<file path="src/hdl/knight_pkg.sv">
// Knight command processor package with opcodes, states, widths and tuning constants.
`default_nettype none

package knight_pkg;

  ////////////////////////////////////////////////////////////////////////////
  // Command and sequencer encodings
  ////////////////////////////////////////////////////////////////////////////
  typedef enum logic [3:0] {
    CAL     = 4'h2,                       // Start gyro calibration.
    MOV     = 4'h4,                       // Turn, then drive N squares.
    FANFARE = 4'h5,                       // Move with fanfare at the end.
    TOUR    = 4'h6                        // Kick off the tour logic.
  } op_t;

  typedef enum logic [2:0] {
    IDLE,                                 // Waiting for cmd_rdy.
    CALIBRATE,                            // Waiting for cal_done.
    MOVE,                                 // Turning toward desired heading.
    INCR,                                 // Ramping speed up over squares.
    DECR                                  // Ramping speed down to a stop.
  } state_t;

  ////////////////////////////////////////////////////////////////////////////
  // Datapath widths and types
  ////////////////////////////////////////////////////////////////////////////
  localparam int HEAD_W  = 12;            // Heading and error width.
  localparam int FRWRD_W = 10;            // Forward speed width.

  typedef logic signed [HEAD_W-1:0] heading_t;
  typedef logic [FRWRD_W-1:0]       frwrd_t;

  ////////////////////////////////////////////////////////////////////////////
  // Tuning constants
  ////////////////////////////////////////////////////////////////////////////
  localparam logic [HEAD_W-1:0] ALIGN_THR = 12'h02C; // Aligned below this |error|.

  localparam frwrd_t INC_FAST = 10'h020;  // Ramp up step, fast sim.
  localparam frwrd_t INC_SLOW = 10'h003;  // Ramp up step, real robot.
  localparam frwrd_t DEC_FAST = 10'h040;  // Ramp down step, fast sim.
  localparam frwrd_t DEC_SLOW = 10'h006;  // Ramp down step, real robot.

  localparam heading_t NUDGE_FAST = 12'h1FF; // IR nudge, fast sim.
  localparam heading_t NUDGE_SLOW = 12'h05F; // IR nudge, real robot.

endpackage : knight_pkg

`default_nettype wire

</file>
<file path="src/hdl/move_ctrl_if.sv">
// Move control bundle between the command sequencer and its three datapath blocks.
`default_nettype none

interface move_ctrl_if (
  input logic clk
);

  logic move_cmd;                         // Latch heading and squares.
  logic clr_frwrd;                        // Clear speed register.
  logic inc_frwrd;                        // Ramp speed up.
  logic dec_frwrd;                        // Ramp speed down.
  logic aligned;                          // |error| below threshold.
  logic at_zero;                          // Speed register is zero.
  logic move_done;                        // Square target reached.

  modport seq (
    output move_cmd, clr_frwrd, inc_frwrd, dec_frwrd,
    input  aligned, at_zero, move_done
  );

  modport head  (input move_cmd, output aligned);
  modport ramp  (input clr_frwrd, inc_frwrd, dec_frwrd, output at_zero);
  modport count (input move_cmd, output move_done);

endinterface : move_ctrl_if

`default_nettype wire

</file>
<file path="src/hdl/cmd_sequencer.sv">
// Command sequencer FSM that dispatches calibration, tour and move commands.
`default_nettype none

module cmd_sequencer
  import knight_pkg::*;
(
  input  logic        clk,
  input  logic        rst_n,
  input  logic        cmd_rdy,            // Command waiting.
  input  logic        cal_done,           // Gyro calibration finished.
  input  op_t         opcode,             // Held in cmd until send_resp.
  output logic        clr_cmd_rdy,        // Command consumed.
  output logic        send_resp,          // Command finished.
  output logic        strt_cal,           // Start gyro calibration.
  output logic        tour_go,            // Start tour logic.
  output logic        fanfare_go,         // Play the charge tune.
  output logic        moving,             // Robot in motion.
  move_ctrl_if.seq    ctl
);

  state_t state;                          // Current state.
  state_t nxt_state;                      // Next state.

  ////////////////////////////////////////////////////////////////////////////
  // State register
  ////////////////////////////////////////////////////////////////////////////
  always_ff @(posedge clk, negedge rst_n) begin
    if (!rst_n)
      state <= IDLE;                      // Come up waiting for a command.
    else
      state <= nxt_state;
  end

  ////////////////////////////////////////////////////////////////////////////
  // Transition and output logic
  ////////////////////////////////////////////////////////////////////////////
  always_comb begin
    nxt_state     = state;                // Hold by default.
    clr_cmd_rdy   = 1'b0;
    send_resp     = 1'b0;
    strt_cal      = 1'b0;
    tour_go       = 1'b0;
    fanfare_go    = 1'b0;
    moving        = 1'b0;
    ctl.move_cmd  = 1'b0;
    ctl.clr_frwrd = 1'b0;
    ctl.inc_frwrd = 1'b0;
    ctl.dec_frwrd = 1'b0;

    case (state)
      IDLE: begin
        if (cmd_rdy) begin
          clr_cmd_rdy = 1'b1;             // Every opcode is consumed.
          case (opcode)
            TOUR: tour_go = 1'b1;         // No response for tour.
            CAL: begin
              strt_cal  = 1'b1;
              nxt_state = CALIBRATE;
            end
            MOV, FANFARE: begin
              ctl.move_cmd = 1'b1;        // Latch heading and squares.
              nxt_state    = MOVE;
            end
            default: ;                    // Unknown opcode is dropped.
          endcase
        end
      end

      CALIBRATE: begin
        if (cal_done) begin
          send_resp = 1'b1;
          nxt_state = IDLE;
        end
      end

      MOVE: begin
        moving = 1'b1;                    // Turning counts as moving.
        if (ctl.aligned) begin
          ctl.clr_frwrd = 1'b1;           // Start the ramp from rest.
          nxt_state     = INCR;
        end
      end

      INCR: begin
        moving        = 1'b1;
        ctl.inc_frwrd = 1'b1;
        if (ctl.move_done) begin
          fanfare_go = (opcode == FANFARE); // Tune on the last square.
          nxt_state  = DECR;
        end
      end

      DECR: begin
        ctl.dec_frwrd = 1'b1;
        if (ctl.at_zero) begin
          send_resp = 1'b1;               // Stopped, so the move is done.
          nxt_state = IDLE;
        end else begin
          moving = 1'b1;
        end
      end

      default: nxt_state = IDLE;          // Recover from unused codes.
    endcase
  end

  ////////////////////////////////////////////////////////////////////////////
  // Checks
  ////////////////////////////////////////////////////////////////////////////
  a_ramp_onehot : assert property (
    @(posedge clk) disable iff (!rst_n) !(ctl.inc_frwrd && ctl.dec_frwrd)
  ) else $error("inc_frwrd and dec_frwrd both high");

  a_no_resp_idle : assert property (
    @(posedge clk) disable iff (!rst_n) (state == IDLE) |-> !send_resp
  ) else $error("send_resp raised in IDLE");

endmodule : cmd_sequencer

`default_nettype wire

</file>
<file path="src/hdl/heading_error.sv">
// Heading error block that latches the desired heading and forms the nudged error.
`default_nettype none

module heading_error
  import knight_pkg::*;
#(
  parameter bit FAST_SIM = 1'b1           // Pick the large nudge for sim.
) (
  input  logic        clk,
  input  logic        rst_n,
  input  logic [7:0]  cmd_heading,        // cmd[11:4].
  input  heading_t    heading,            // From the gyro.
  input  logic        lftIR,              // Drifting left, nudge positive.
  input  logic        rghtIR,             // Drifting right, nudge negative.
  output heading_t    error,              // To the PID.
  move_ctrl_if.head   ctl
);

  localparam heading_t NUDGE = FAST_SIM ? NUDGE_FAST : NUDGE_SLOW;

  heading_t          desired_hdg;         // Latched target heading.
  heading_t          nudge;               // IR correction term.
  logic [HEAD_W-1:0] err_abs;             // Magnitude of error.

  ////////////////////////////////////////////////////////////////////////////
  // Desired heading
  ////////////////////////////////////////////////////////////////////////////
  always_ff @(posedge clk, negedge rst_n) begin
    if (!rst_n)
      desired_hdg <= '0;                  // North until the first move.
    else if (ctl.move_cmd) begin
      if (cmd_heading == 8'h00)
        desired_hdg <= '0;                // Exact north.
      else
        desired_hdg <= {cmd_heading, 4'hF}; // Pad the low nibble.
    end
  end

  ////////////////////////////////////////////////////////////////////////////
  // Error term
  ////////////////////////////////////////////////////////////////////////////
  always_comb begin
    if (lftIR)
      nudge = NUDGE;                      // Left wins when both see a line.
    else if (rghtIR)
      nudge = -NUDGE;
    else
      nudge = '0;
  end

  assign error = heading - desired_hdg + nudge; // Wraps modulo 2^12.

  assign err_abs = error[HEAD_W-1] ? -error : error;

  assign ctl.aligned = (err_abs < ALIGN_THR); // Close enough to drive.

endmodule : heading_error

`default_nettype wire

</file>
<file path="src/hdl/speed_ramp.sv">
// Forward speed register that ramps up and down on each heading update.
`default_nettype none

module speed_ramp
  import knight_pkg::*;
#(
  parameter bit FAST_SIM = 1'b1           // Large steps for sim.
) (
  input  logic        clk,
  input  logic        rst_n,
  input  logic        heading_rdy,        // One pulse per gyro reading.
  output frwrd_t      frwrd,              // Forward speed.
  move_ctrl_if.ramp   ctl
);

  localparam frwrd_t INC_STEP = FAST_SIM ? INC_FAST : INC_SLOW;
  localparam frwrd_t DEC_STEP = FAST_SIM ? DEC_FAST : DEC_SLOW;

  logic max_spd;                          // Top two bits set.

  assign max_spd     = &frwrd[FRWRD_W-1 -: 2];
  assign ctl.at_zero = (frwrd == '0);

  ////////////////////////////////////////////////////////////////////////////
  // Speed register
  ////////////////////////////////////////////////////////////////////////////
  always_ff @(posedge clk, negedge rst_n) begin
    if (!rst_n)
      frwrd <= '0;
    else if (ctl.clr_frwrd)
      frwrd <= '0;                        // Start of the straight run.
    else if (heading_rdy) begin
      if (ctl.inc_frwrd) begin
        if (!max_spd)
          frwrd <= frwrd + INC_STEP;      // Hold once at top speed.
      end else if (ctl.dec_frwrd) begin
        if (frwrd > DEC_STEP)
          frwrd <= frwrd - DEC_STEP;
        else
          frwrd <= '0;                    // Clamp, never wrap.
      end
    end
  end

  ////////////////////////////////////////////////////////////////////////////
  // Checks
  ////////////////////////////////////////////////////////////////////////////
  // Speed moves only on gyro updates, apart from an explicit clear.
  a_step_on_rdy : assert property (
    @(posedge clk) disable iff (!rst_n)
      (!heading_rdy && !ctl.clr_frwrd) |=> $stable(frwrd)
  ) else $error("frwrd changed without heading_rdy");

endmodule : speed_ramp

`default_nettype wire

</file>
<file path="src/hdl/square_counter.sv">
// Square counter that counts centre IR line crossings against the commanded squares.
`default_nettype none

module square_counter (
  input  logic        clk,
  input  logic        rst_n,
  input  logic        cntrIR,             // Centre IR, high over a line.
  input  logic [3:0]  squares,            // cmd[3:0].
  move_ctrl_if.count  ctl
);

  logic       cntrIR_q;                   // Last cntrIR sample.
  logic       ir_rise;                    // Rising edge of cntrIR.
  logic [3:0] square_cnt;                 // Latched target squares.
  logic [4:0] pulse_cnt;                  // Lines seen this move.

  ////////////////////////////////////////////////////////////////////////////
  // Edge detect
  ////////////////////////////////////////////////////////////////////////////
  always_ff @(posedge clk, negedge rst_n) begin
    if (!rst_n)
      cntrIR_q <= 1'b0;
    else
      cntrIR_q <= cntrIR;
  end

  assign ir_rise = cntrIR & ~cntrIR_q;

  ////////////////////////////////////////////////////////////////////////////
  // Target and count
  ////////////////////////////////////////////////////////////////////////////
  always_ff @(posedge clk, negedge rst_n) begin
    if (!rst_n) begin
      square_cnt <= '0;
      pulse_cnt  <= '0;
    end else if (ctl.move_cmd) begin
      square_cnt <= squares;              // New target per move.
      pulse_cnt  <= '0;                   // Restart the line count.
    end else if (ir_rise) begin
      pulse_cnt  <= pulse_cnt + 5'd1;
    end
  end

  // Two lines per square, one on each edge of the tape.
  assign ctl.move_done = (pulse_cnt == {square_cnt, 1'b0});

endmodule : square_counter

`default_nettype wire

</file>
<file path="src/hdl/cmd_proc.sv">
// Knight command processor top that joins the sequencer and the move datapath.
`default_nettype none

module cmd_proc
  import knight_pkg::*;
#(
  parameter bit FAST_SIM = 1'b1           // Shorter ramps and larger nudge.
) (
  input  logic        clk,
  input  logic        rst_n,
  input  logic [15:0] cmd,                // Opcode, heading, squares.
  input  logic        cmd_rdy,            // Command valid.
  output logic        clr_cmd_rdy,        // Command consumed.
  output logic        send_resp,          // Command finished.
  output logic        strt_cal,           // Start gyro calibration.
  input  logic        cal_done,           // Gyro calibration done.
  input  heading_t    heading,            // Gyro heading.
  input  logic        heading_rdy,        // New heading this cycle.
  input  logic        lftIR,              // Left IR sensor.
  input  logic        cntrIR,             // Centre IR sensor.
  input  logic        rghtIR,             // Right IR sensor.
  output heading_t    error,              // Heading error to PID.
  output frwrd_t      frwrd,              // Forward speed to PID.
  output logic        moving,             // Robot in motion.
  output logic        tour_go,            // Start tour logic.
  output logic        fanfare_go          // Play the charge tune.
);

  op_t opcode;                            // cmd[15:12].

  assign opcode = op_t'(cmd[15:12]);

  move_ctrl_if u_ctl (.clk(clk));

  ////////////////////////////////////////////////////////////////////////////
  // Sequencer and datapath
  ////////////////////////////////////////////////////////////////////////////
  cmd_sequencer u_seq (
    .clk         (clk),
    .rst_n       (rst_n),
    .cmd_rdy     (cmd_rdy),
    .cal_done    (cal_done),
    .opcode      (opcode),
    .clr_cmd_rdy (clr_cmd_rdy),
    .send_resp   (send_resp),
    .strt_cal    (strt_cal),
    .tour_go     (tour_go),
    .fanfare_go  (fanfare_go),
    .moving      (moving),
    .ctl         (u_ctl.seq)
  );

  heading_error #(.FAST_SIM(FAST_SIM)) u_head (
    .clk         (clk),
    .rst_n       (rst_n),
    .cmd_heading (cmd[11:4]),
    .heading     (heading),
    .lftIR       (lftIR),
    .rghtIR      (rghtIR),
    .error       (error),
    .ctl         (u_ctl.head)
  );

  speed_ramp #(.FAST_SIM(FAST_SIM)) u_ramp (
    .clk         (clk),
    .rst_n       (rst_n),
    .heading_rdy (heading_rdy),
    .frwrd       (frwrd),
    .ctl         (u_ctl.ramp)
  );

  square_counter u_count (
    .clk         (clk),
    .rst_n       (rst_n),
    .cntrIR      (cntrIR),
    .squares     (cmd[3:0]),
    .ctl         (u_ctl.count)
  );

endmodule : cmd_proc

`default_nettype wire

</file>
<file path="config.mk">
export PLATFORM = sky130hd
export DESIGN_NAME = cmd_proc
export DESIGN_NICKNAME = d
export VERILOG_FILES = /design/src/hdl/knight_pkg.sv /design/src/hdl/move_ctrl_if.sv /design/src/hdl/cmd_sequencer.sv /design/src/hdl/heading_error.sv /design/src/hdl/speed_ramp.sv /design/src/hdl/square_counter.sv /design/src/hdl/cmd_proc.sv
export SDC_FILE = /design/constraint.sdc
export NUM_CORES = 1
export LEC_CHECK = 0
export BUFFER_PORTS_ARGS = -buffer_cell sky130_fd_sc_hd__buf_2
export CAP_MARGIN = 20
export CORE_ASPECT_RATIO = 2
export CORE_MARGIN = 2
export CORE_UTILIZATION = 30
export DETAILED_ROUTE_END_ITERATION = 16
export GPL_ROUTABILITY_DRIVEN = 0
export PLACE_DENSITY = 0.54
export RECOVER_POWER = 50
export SYNTH_ARGS = -nofsm -noshare
export SYNTH_HDL_FRONTEND = slang
export SYNTH_SLANG_ARGS = --single-unit
</file>
<file path="constraint.sdc">
create_clock -name clk -period 4.85 [get_ports clk]
set_clock_uncertainty 0.2 [all_clocks]
set_input_delay 0.2425 -clock clk [delete_from_list [all_inputs] [get_ports clk]]
set_output_delay 0.2425 -clock clk [all_outputs]
set_load 0.05 [all_outputs]
</file>
Word-level counts from Yosys, hierarchy flattened:

Index checks and enable logic that the tools add are counted.

* $add $sub $neg: 6
* multiply operators: 0
* divide/modulo/power cells: 0
* order comparisons: 2
* eq/ne operators: 16
* shift-type cells: 0
* multiplexer cells: 41
* bitwise logic cells: 2
* reduce and logical (&&, ||, !) cells: 11

Operators with widths (number)
* 10-bit two-way mux: 6
* 12-bit two-way mux: 4
* 1-bit two-way mux: 20
* 3-bit two-way mux: 5
* 3-bit one-hot mux with 5 select lines: 1
* 12-bit adder: 1
* 4-bit by 3-bit == test with 1-bit output (second input constant): 3
* 12-bit by 6-bit < comparator with 1-bit output (second input constant): 1
* 12-bit negation: 1
* 12-bit subtractor: 1
* 10-bit by 6-bit adder with 10-bit output (second input constant): 1
* 10-bit by 7-bit greater-than comparator with 1-bit output (second input constant): 1
* 10-bit zero test: 1
* 5-bit two-way mux: 2
* 10-bit by 7-bit subtractor with 10-bit output (second input constant): 1
* 8-bit zero test: 1
* 2-bit inequality test (second input constant): 4
* 3-bit by 2-bit == test with 1-bit output (second input constant): 2
* 3-bit inequality test (second input constant): 2
* 3-bit one-hot mux with 2 select lines: 1
* 6-bit AND reduction: 1
* 5-bit by 1-bit adder with 5-bit output (second input constant): 1
* 5-bit == test: 1
* 4-bit by 2-bit == test with 1-bit output (second input constant): 1
* other kinds (12): 15

* flip-flop bits (word level): 35
* latch bits: 0
* memory bits (writable): 0
* ROM bits: 0
* output and inout bits: 28
* word-level logic and storage cells: 84
* memories kept: 0

Longest topological paths before layout:

* depth after elaboration: 10
* mapped depth: 14
* gate-level depth less buffers: 14

Cells and area by module:

Synthesis repeated with hierarchy kept, for this count alone.

* cells, all modules: 297
* area, all modules: 2742.6 um2

Modules (own cells, without submodules)
* heading_error: instances 1, cells each 158, area each 1410.1 um2, sequential area each 225.2 um2
* speed_ramp: instances 1, cells each 56, area each 491.7 um2, sequential area each 125.1 um2
* square_counter: instances 1, cells each 44, area each 479.2 um2, sequential area each 250.2 um2
* cmd_sequencer: instances 1, cells each 39, area each 361.6 um2, sequential area each 75.1 um2

Worst setup path before layout:

OpenSTA, ideal clock, no wires.

* path kind: input to register
* start: input port lftIR
* end: register u_ramp.frwrd[5]
* library setup time: 0.148 ns
* arrival: 4.197 ns
* required time: 4.502 ns
* path slack: 0.305 ns
* stages on the path: 14
* cells stage by stage: inv_1 -> nand2_1 -> fa_1 -> inv_1 -> ha_1 -> clkbuf_2 -> and3_1 -> nand2_1 -> a21oi_1 -> a211oi_1 -> nor4bb_1 -> nand4_1 -> a21oi_4 -> o32ai_2

* longest elaborated chain between the ends: 9
* elaborated cells between the ends (all ways): 12

Ends and longest elaborated chain
* start: declaration: RTL line cmd_proc.sv:19 `input logic lftIR,`
* 12-bit two-way mux *: RTL line heading_error.sv:43 `if (lftIR)`
* 12-bit adder *: RTL line heading_error.sv:51 `assign error = heading - desired_hdg + nudge;`
* net error[9]: RTL line cmd_proc.sv:22 `output heading_t error,`
* 12-bit negation: RTL line heading_error.sv:53 `assign err_abs = error[HEAD_W-1] ? -error : error;`
* 12-bit two-way mux *: RTL line heading_error.sv:53
* 12-bit by 6-bit < comparator with 1-bit output *: RTL line heading_error.sv:55 `assign ctl.aligned = (err_abs < ALIGN_THR);`
* 1-bit two-way mux *: RTL line cmd_sequencer.sv:78 `if (ctl.aligned) begin`
* 1-bit two-way mux *: RTL line cmd_sequencer.sv:50 `case (state)`
* 3-bit inequality test (no line) (tied with other cells)
* 3-bit AND reduction (no line)
* end signal: assignment: RTL line speed_ramp.sv:35 `frwrd <= frwrd + INC_STEP;`
* end signal: assignment: RTL line speed_ramp.sv:38 `frwrd <= frwrd - DEC_STEP;`
* end: declaration: RTL line speed_ramp.sv:12 `output frwrd_t frwrd,`

The timed path passes the listed nets; every way through them passes the cells marked *.
A chain may end at the register's enable or synchronous reset.

Worst setup path in the final report:

* start: input port lftIR
* end: register u_ramp.frwrd[5]

* longest elaborated chain between the ends: 9
* elaborated cells between the ends (all ways): 12

Ends and longest elaborated chain (RTL line)
* 12-bit two-way mux *: heading_error.sv:43
* 12-bit adder *: heading_error.sv:51
* 12-bit negation: heading_error.sv:53
* 12-bit two-way mux *: heading_error.sv:53
* 12-bit by 6-bit < comparator with 1-bit output *: heading_error.sv:55
* 1-bit two-way mux *: cmd_sequencer.sv:78
* 1-bit two-way mux *: cmd_sequencer.sv:50
* 3-bit inequality test (no line) (tied with other cells)
* 3-bit AND reduction (no line)

Mark *: on every way between the ends. The rest lies on a longest branch, timed or not.

==> flow_metrics.tcl <==
set metrics [dict create \
    avgViaCountPerCell 5.08 \
    crit_chain "buf_2, inv_1, nand2_1, fa_1, inv_1, ha_1, nand2_1, o21ai_0, nor4_1, a2111oi_0, nand2_1, or4_4, a21oi_4, o32ai_2" \
    grt_pass1_wl_mm 12.3 \
    drtPass1Iterations 4 \
    worst-endpoint-arrival_ns 4.00 \
    nets 470 \
    synth_edf_count 0 \
    slowest_delay_ns 0.58 \
    slew_headroom -0.0289 \
    ys_ff_latch 27 \
    rr_worst_depth 11 \
    clock_latency_ns 0.27 \
    run_status "finished with violations" \
    fp.dieH_um 137 \
    drtIter0Drc 78 \
    totalWireLength_mm 7.10 \
    finalWorstSetupSlack_ns 0.785 \
    endpoint_kind "register" \
    synth-compound-area-share 0.177 \
    hold_path_class "register to register" \
    synthesis.area_per_instance_um2 7.89 \
    critical_path.n_buffers_inverters 3 \
    grt_max_degree 28 \
    drtAntennaViolNets 0 \
    cts_tree "done" \
    synthMuxAreaShare 0.0114 \
    ys_types 52 \
    crit_slowest_cell "or4_4" \
    reg2reg_slack_ns 0.94 \
    violations "max-capacitance violations, max-slew violations" \
    area_delta_synth_final_pct 22.4 \
    grt-ovfl-total 0 \
    dpl.hpwl_mm 5.85 \
    num-fill-cells 905 \
    synthXorXnorAreaFrac 0.0499 \
    critPathRequiredTime_ns 4.78 \
    vias 2560 \
    ys.flop_type "dfrtp_1" \
    rows 48 \
    cts.reportedPaths.clkPinSlew_ns 0.07 \
    setup_viol_count_final 0 \
    postLayoutCoreUtil 0.375 \
    final_cell_area_mm2 0.00322 \
    min_from "u_head.desired_hdg[7]" \
    core_area_mm2 0.00859 \
    start_util 0.307 \
    critical_path_class "input port to register" \
    synth-simple-area-share 0.246 \
    cp_top_family "compound AO/OA/AOI/OAI gates" \
    synth-async-reset-ratio 1.00 \
    antenna_found_initial 0 \
    max_clock_freq_mhz 246 \
    ys_warn_count 0 \
    hold_viol 0 \
    setup.worst_path.start_class "input port" \
    cts_resized 0 \
    pre_cts_slack_ns 0.491 \
    synth_area_mm2 0.00263 \
    wire_per_inst_um 14.1 \
    min_period_over_period 0.838 \
    min_period_ns 4.06 \
    io_buffers 58 \
    seqCellArea_um2 676 \
    cts_inserted_buffers 3 \
    synth_fa_ha_area_frac 0.169 \
    die_area_mm2 0.00959 \
    boundaryPins 64 \
    antenna_cells 0 \
    worstPathMaxFanout 9 \
    cts_max_level 1 \
    clock-sinks 27 \
    seq_area_frac_synth 0.257 \
    dpl-instance-area_mm2 0.00301 \
    drive_above_1_share 0.158 \
    track_usage 0.159 \
    final_max_slew_viol_count 28 \
    syn_inst 334 \
    cpMostUsedCell "nand2_1" \
    cts.path.max_buffers 2 \
    min_to "u_head.desired_hdg[7]" \
    multi_input_area_mm2 0.00174 \
    synth_top_family_by_area "simple AND/OR/NAND/NOR gates" \
    drc 0 \
    r2r-end "u_ramp.frwrd[5]" \
    r2r-start "u_head.desired_hdg[3]" \
    die_x_um 70.3 \
    drv_cap 1 \
    setup-tns-final_ns 0 \
    clockRootBuffer "clkbuf_16" \
    hold_depth 2 \
    tightest_slew_ns 1.54 \
    rsz0062_at_grt "no" \
    grt_pass1_vias 2698 \
]
## state kept, by name, indices dropped and copies added, names as in the netlist
| signal | flops |
|---|---|
| u_count.square_cnt | 4 |
| u_count.cntrIR_q | 1 |
| u_ramp.frwrd | 5 |
| u_count.pulse_cnt | 5 |
| u_seq.state | 3 |
| u_head.desired_hdg | 9 |
## tightest hold or removal path, delay by kind of cell, from the launching register on
kind             cells  cell delay (ns)
DFF                  1             0.36
and+or+nand+nor      2             0.11
## worst max path at each step
stage / start / endpoint / slack (ns) / cells past startpoint
after global placement: lftIR / u_ramp.frwrd[5] / 0.64 / 14
after detailed placement: lftIR / u_ramp.frwrd[5] / 0.49 / 14
after floorplan: lftIR / u_ramp.frwrd[5] / 0.31 / 14
after global routing: lftIR / u_ramp.frwrd[5] / 0.35 / 14
final: lftIR / u_ramp.frwrd[5] / 0.79 / 14
after CTS: lftIR / u_ramp.frwrd[5] / 0.77 / 14
## cell type report
cell class              count  share of cell area
clock buffers               3              0.0233
clock inverters             1             0.00272
inverters                  46              0.0536
multi-input cells         254               0.540
flip-flops and latches     27               0.210
well taps                 100              0.0388
repair buffers             73               0.132
## cells in the mapped netlist, types with 4 or more instances
library cell / n / area share
nand4_1: 5 / 0.012
and3_1: 4 / 0.0095
and2_1: 4 / 0.0095
a21o_1: 6 / 0.017
nor2_1: 26 / 0.037
nand2b_1: 6 / 0.014
o21ai_0: 14 / 0.027
xor2_1: 4 / 0.013
ha_1: 18 / 0.086
nand2_1: 50 / 0.071
a211oi_1: 6 / 0.017
inv_1: 46 / 0.066
xnor2_1: 11 / 0.037
dfrtp_1: 27 / 0.26
nand3_1: 7 / 0.013
buf_4: 5 / 0.014
nor3_1: 6 / 0.011
clkbuf_1: 5 / 0.0071
nor4_1: 5 / 0.012
fa_1: 11 / 0.084
a21oi_1: 20 / 0.038
## stage by stage
stage / hold WS, ns / instances
after floorplan: -0.253 / 338
after global placement: 0.104 / 486
after detailed placement: 0.110 / 486
after CTS: 0.303 / 504
after global routing: 0.338 / 504
final: 0.303 / 504
## logic make-up after synthesis
logic type | after synthesis
buffers and inverters | 57
and+or+nand+nor | 132
DFF | 27
xor gates and xnor gates | 15
muxes | 3
AOI/OAI and AO/OA | 70
adders and majority gates | 29
other | 1
## layout by cell type, fill, tap and decap left out, drive strengths merged, types with 5 or more instances in the layout
master,count
buf,52
and3,5
xnor2,11
o21ai,15
nand4,5
nand3,7
clkbuf,10
nor3,6
and2,6
a21oi,21
a21o,6
fa,11
nand2b,6
nor2,26
dlygate4sd3,14
nor4,5
inv,47
a211oi,6
nand2,50
dfrtp,27
ha,18
conb,5
## timing repair
action | CTS | global route
buffers inserted | 0 | 0
endpoints found under the hold margin | 40 | 0
hold buffers | 14 | 0
## layer usage
layer  GRT usage  vias up  share of wire
met5           0        -              0
met4      0.0876        0          0.043
met3      0.0118       20          0.029
met2       0.309       62           0.55
met1       0.162     1212           0.38
li1            -     1266              -
Power is left out: the tool's default activity adds up to more than one toggle a clock period on the data nets, which glitch-free logic cannot reach.
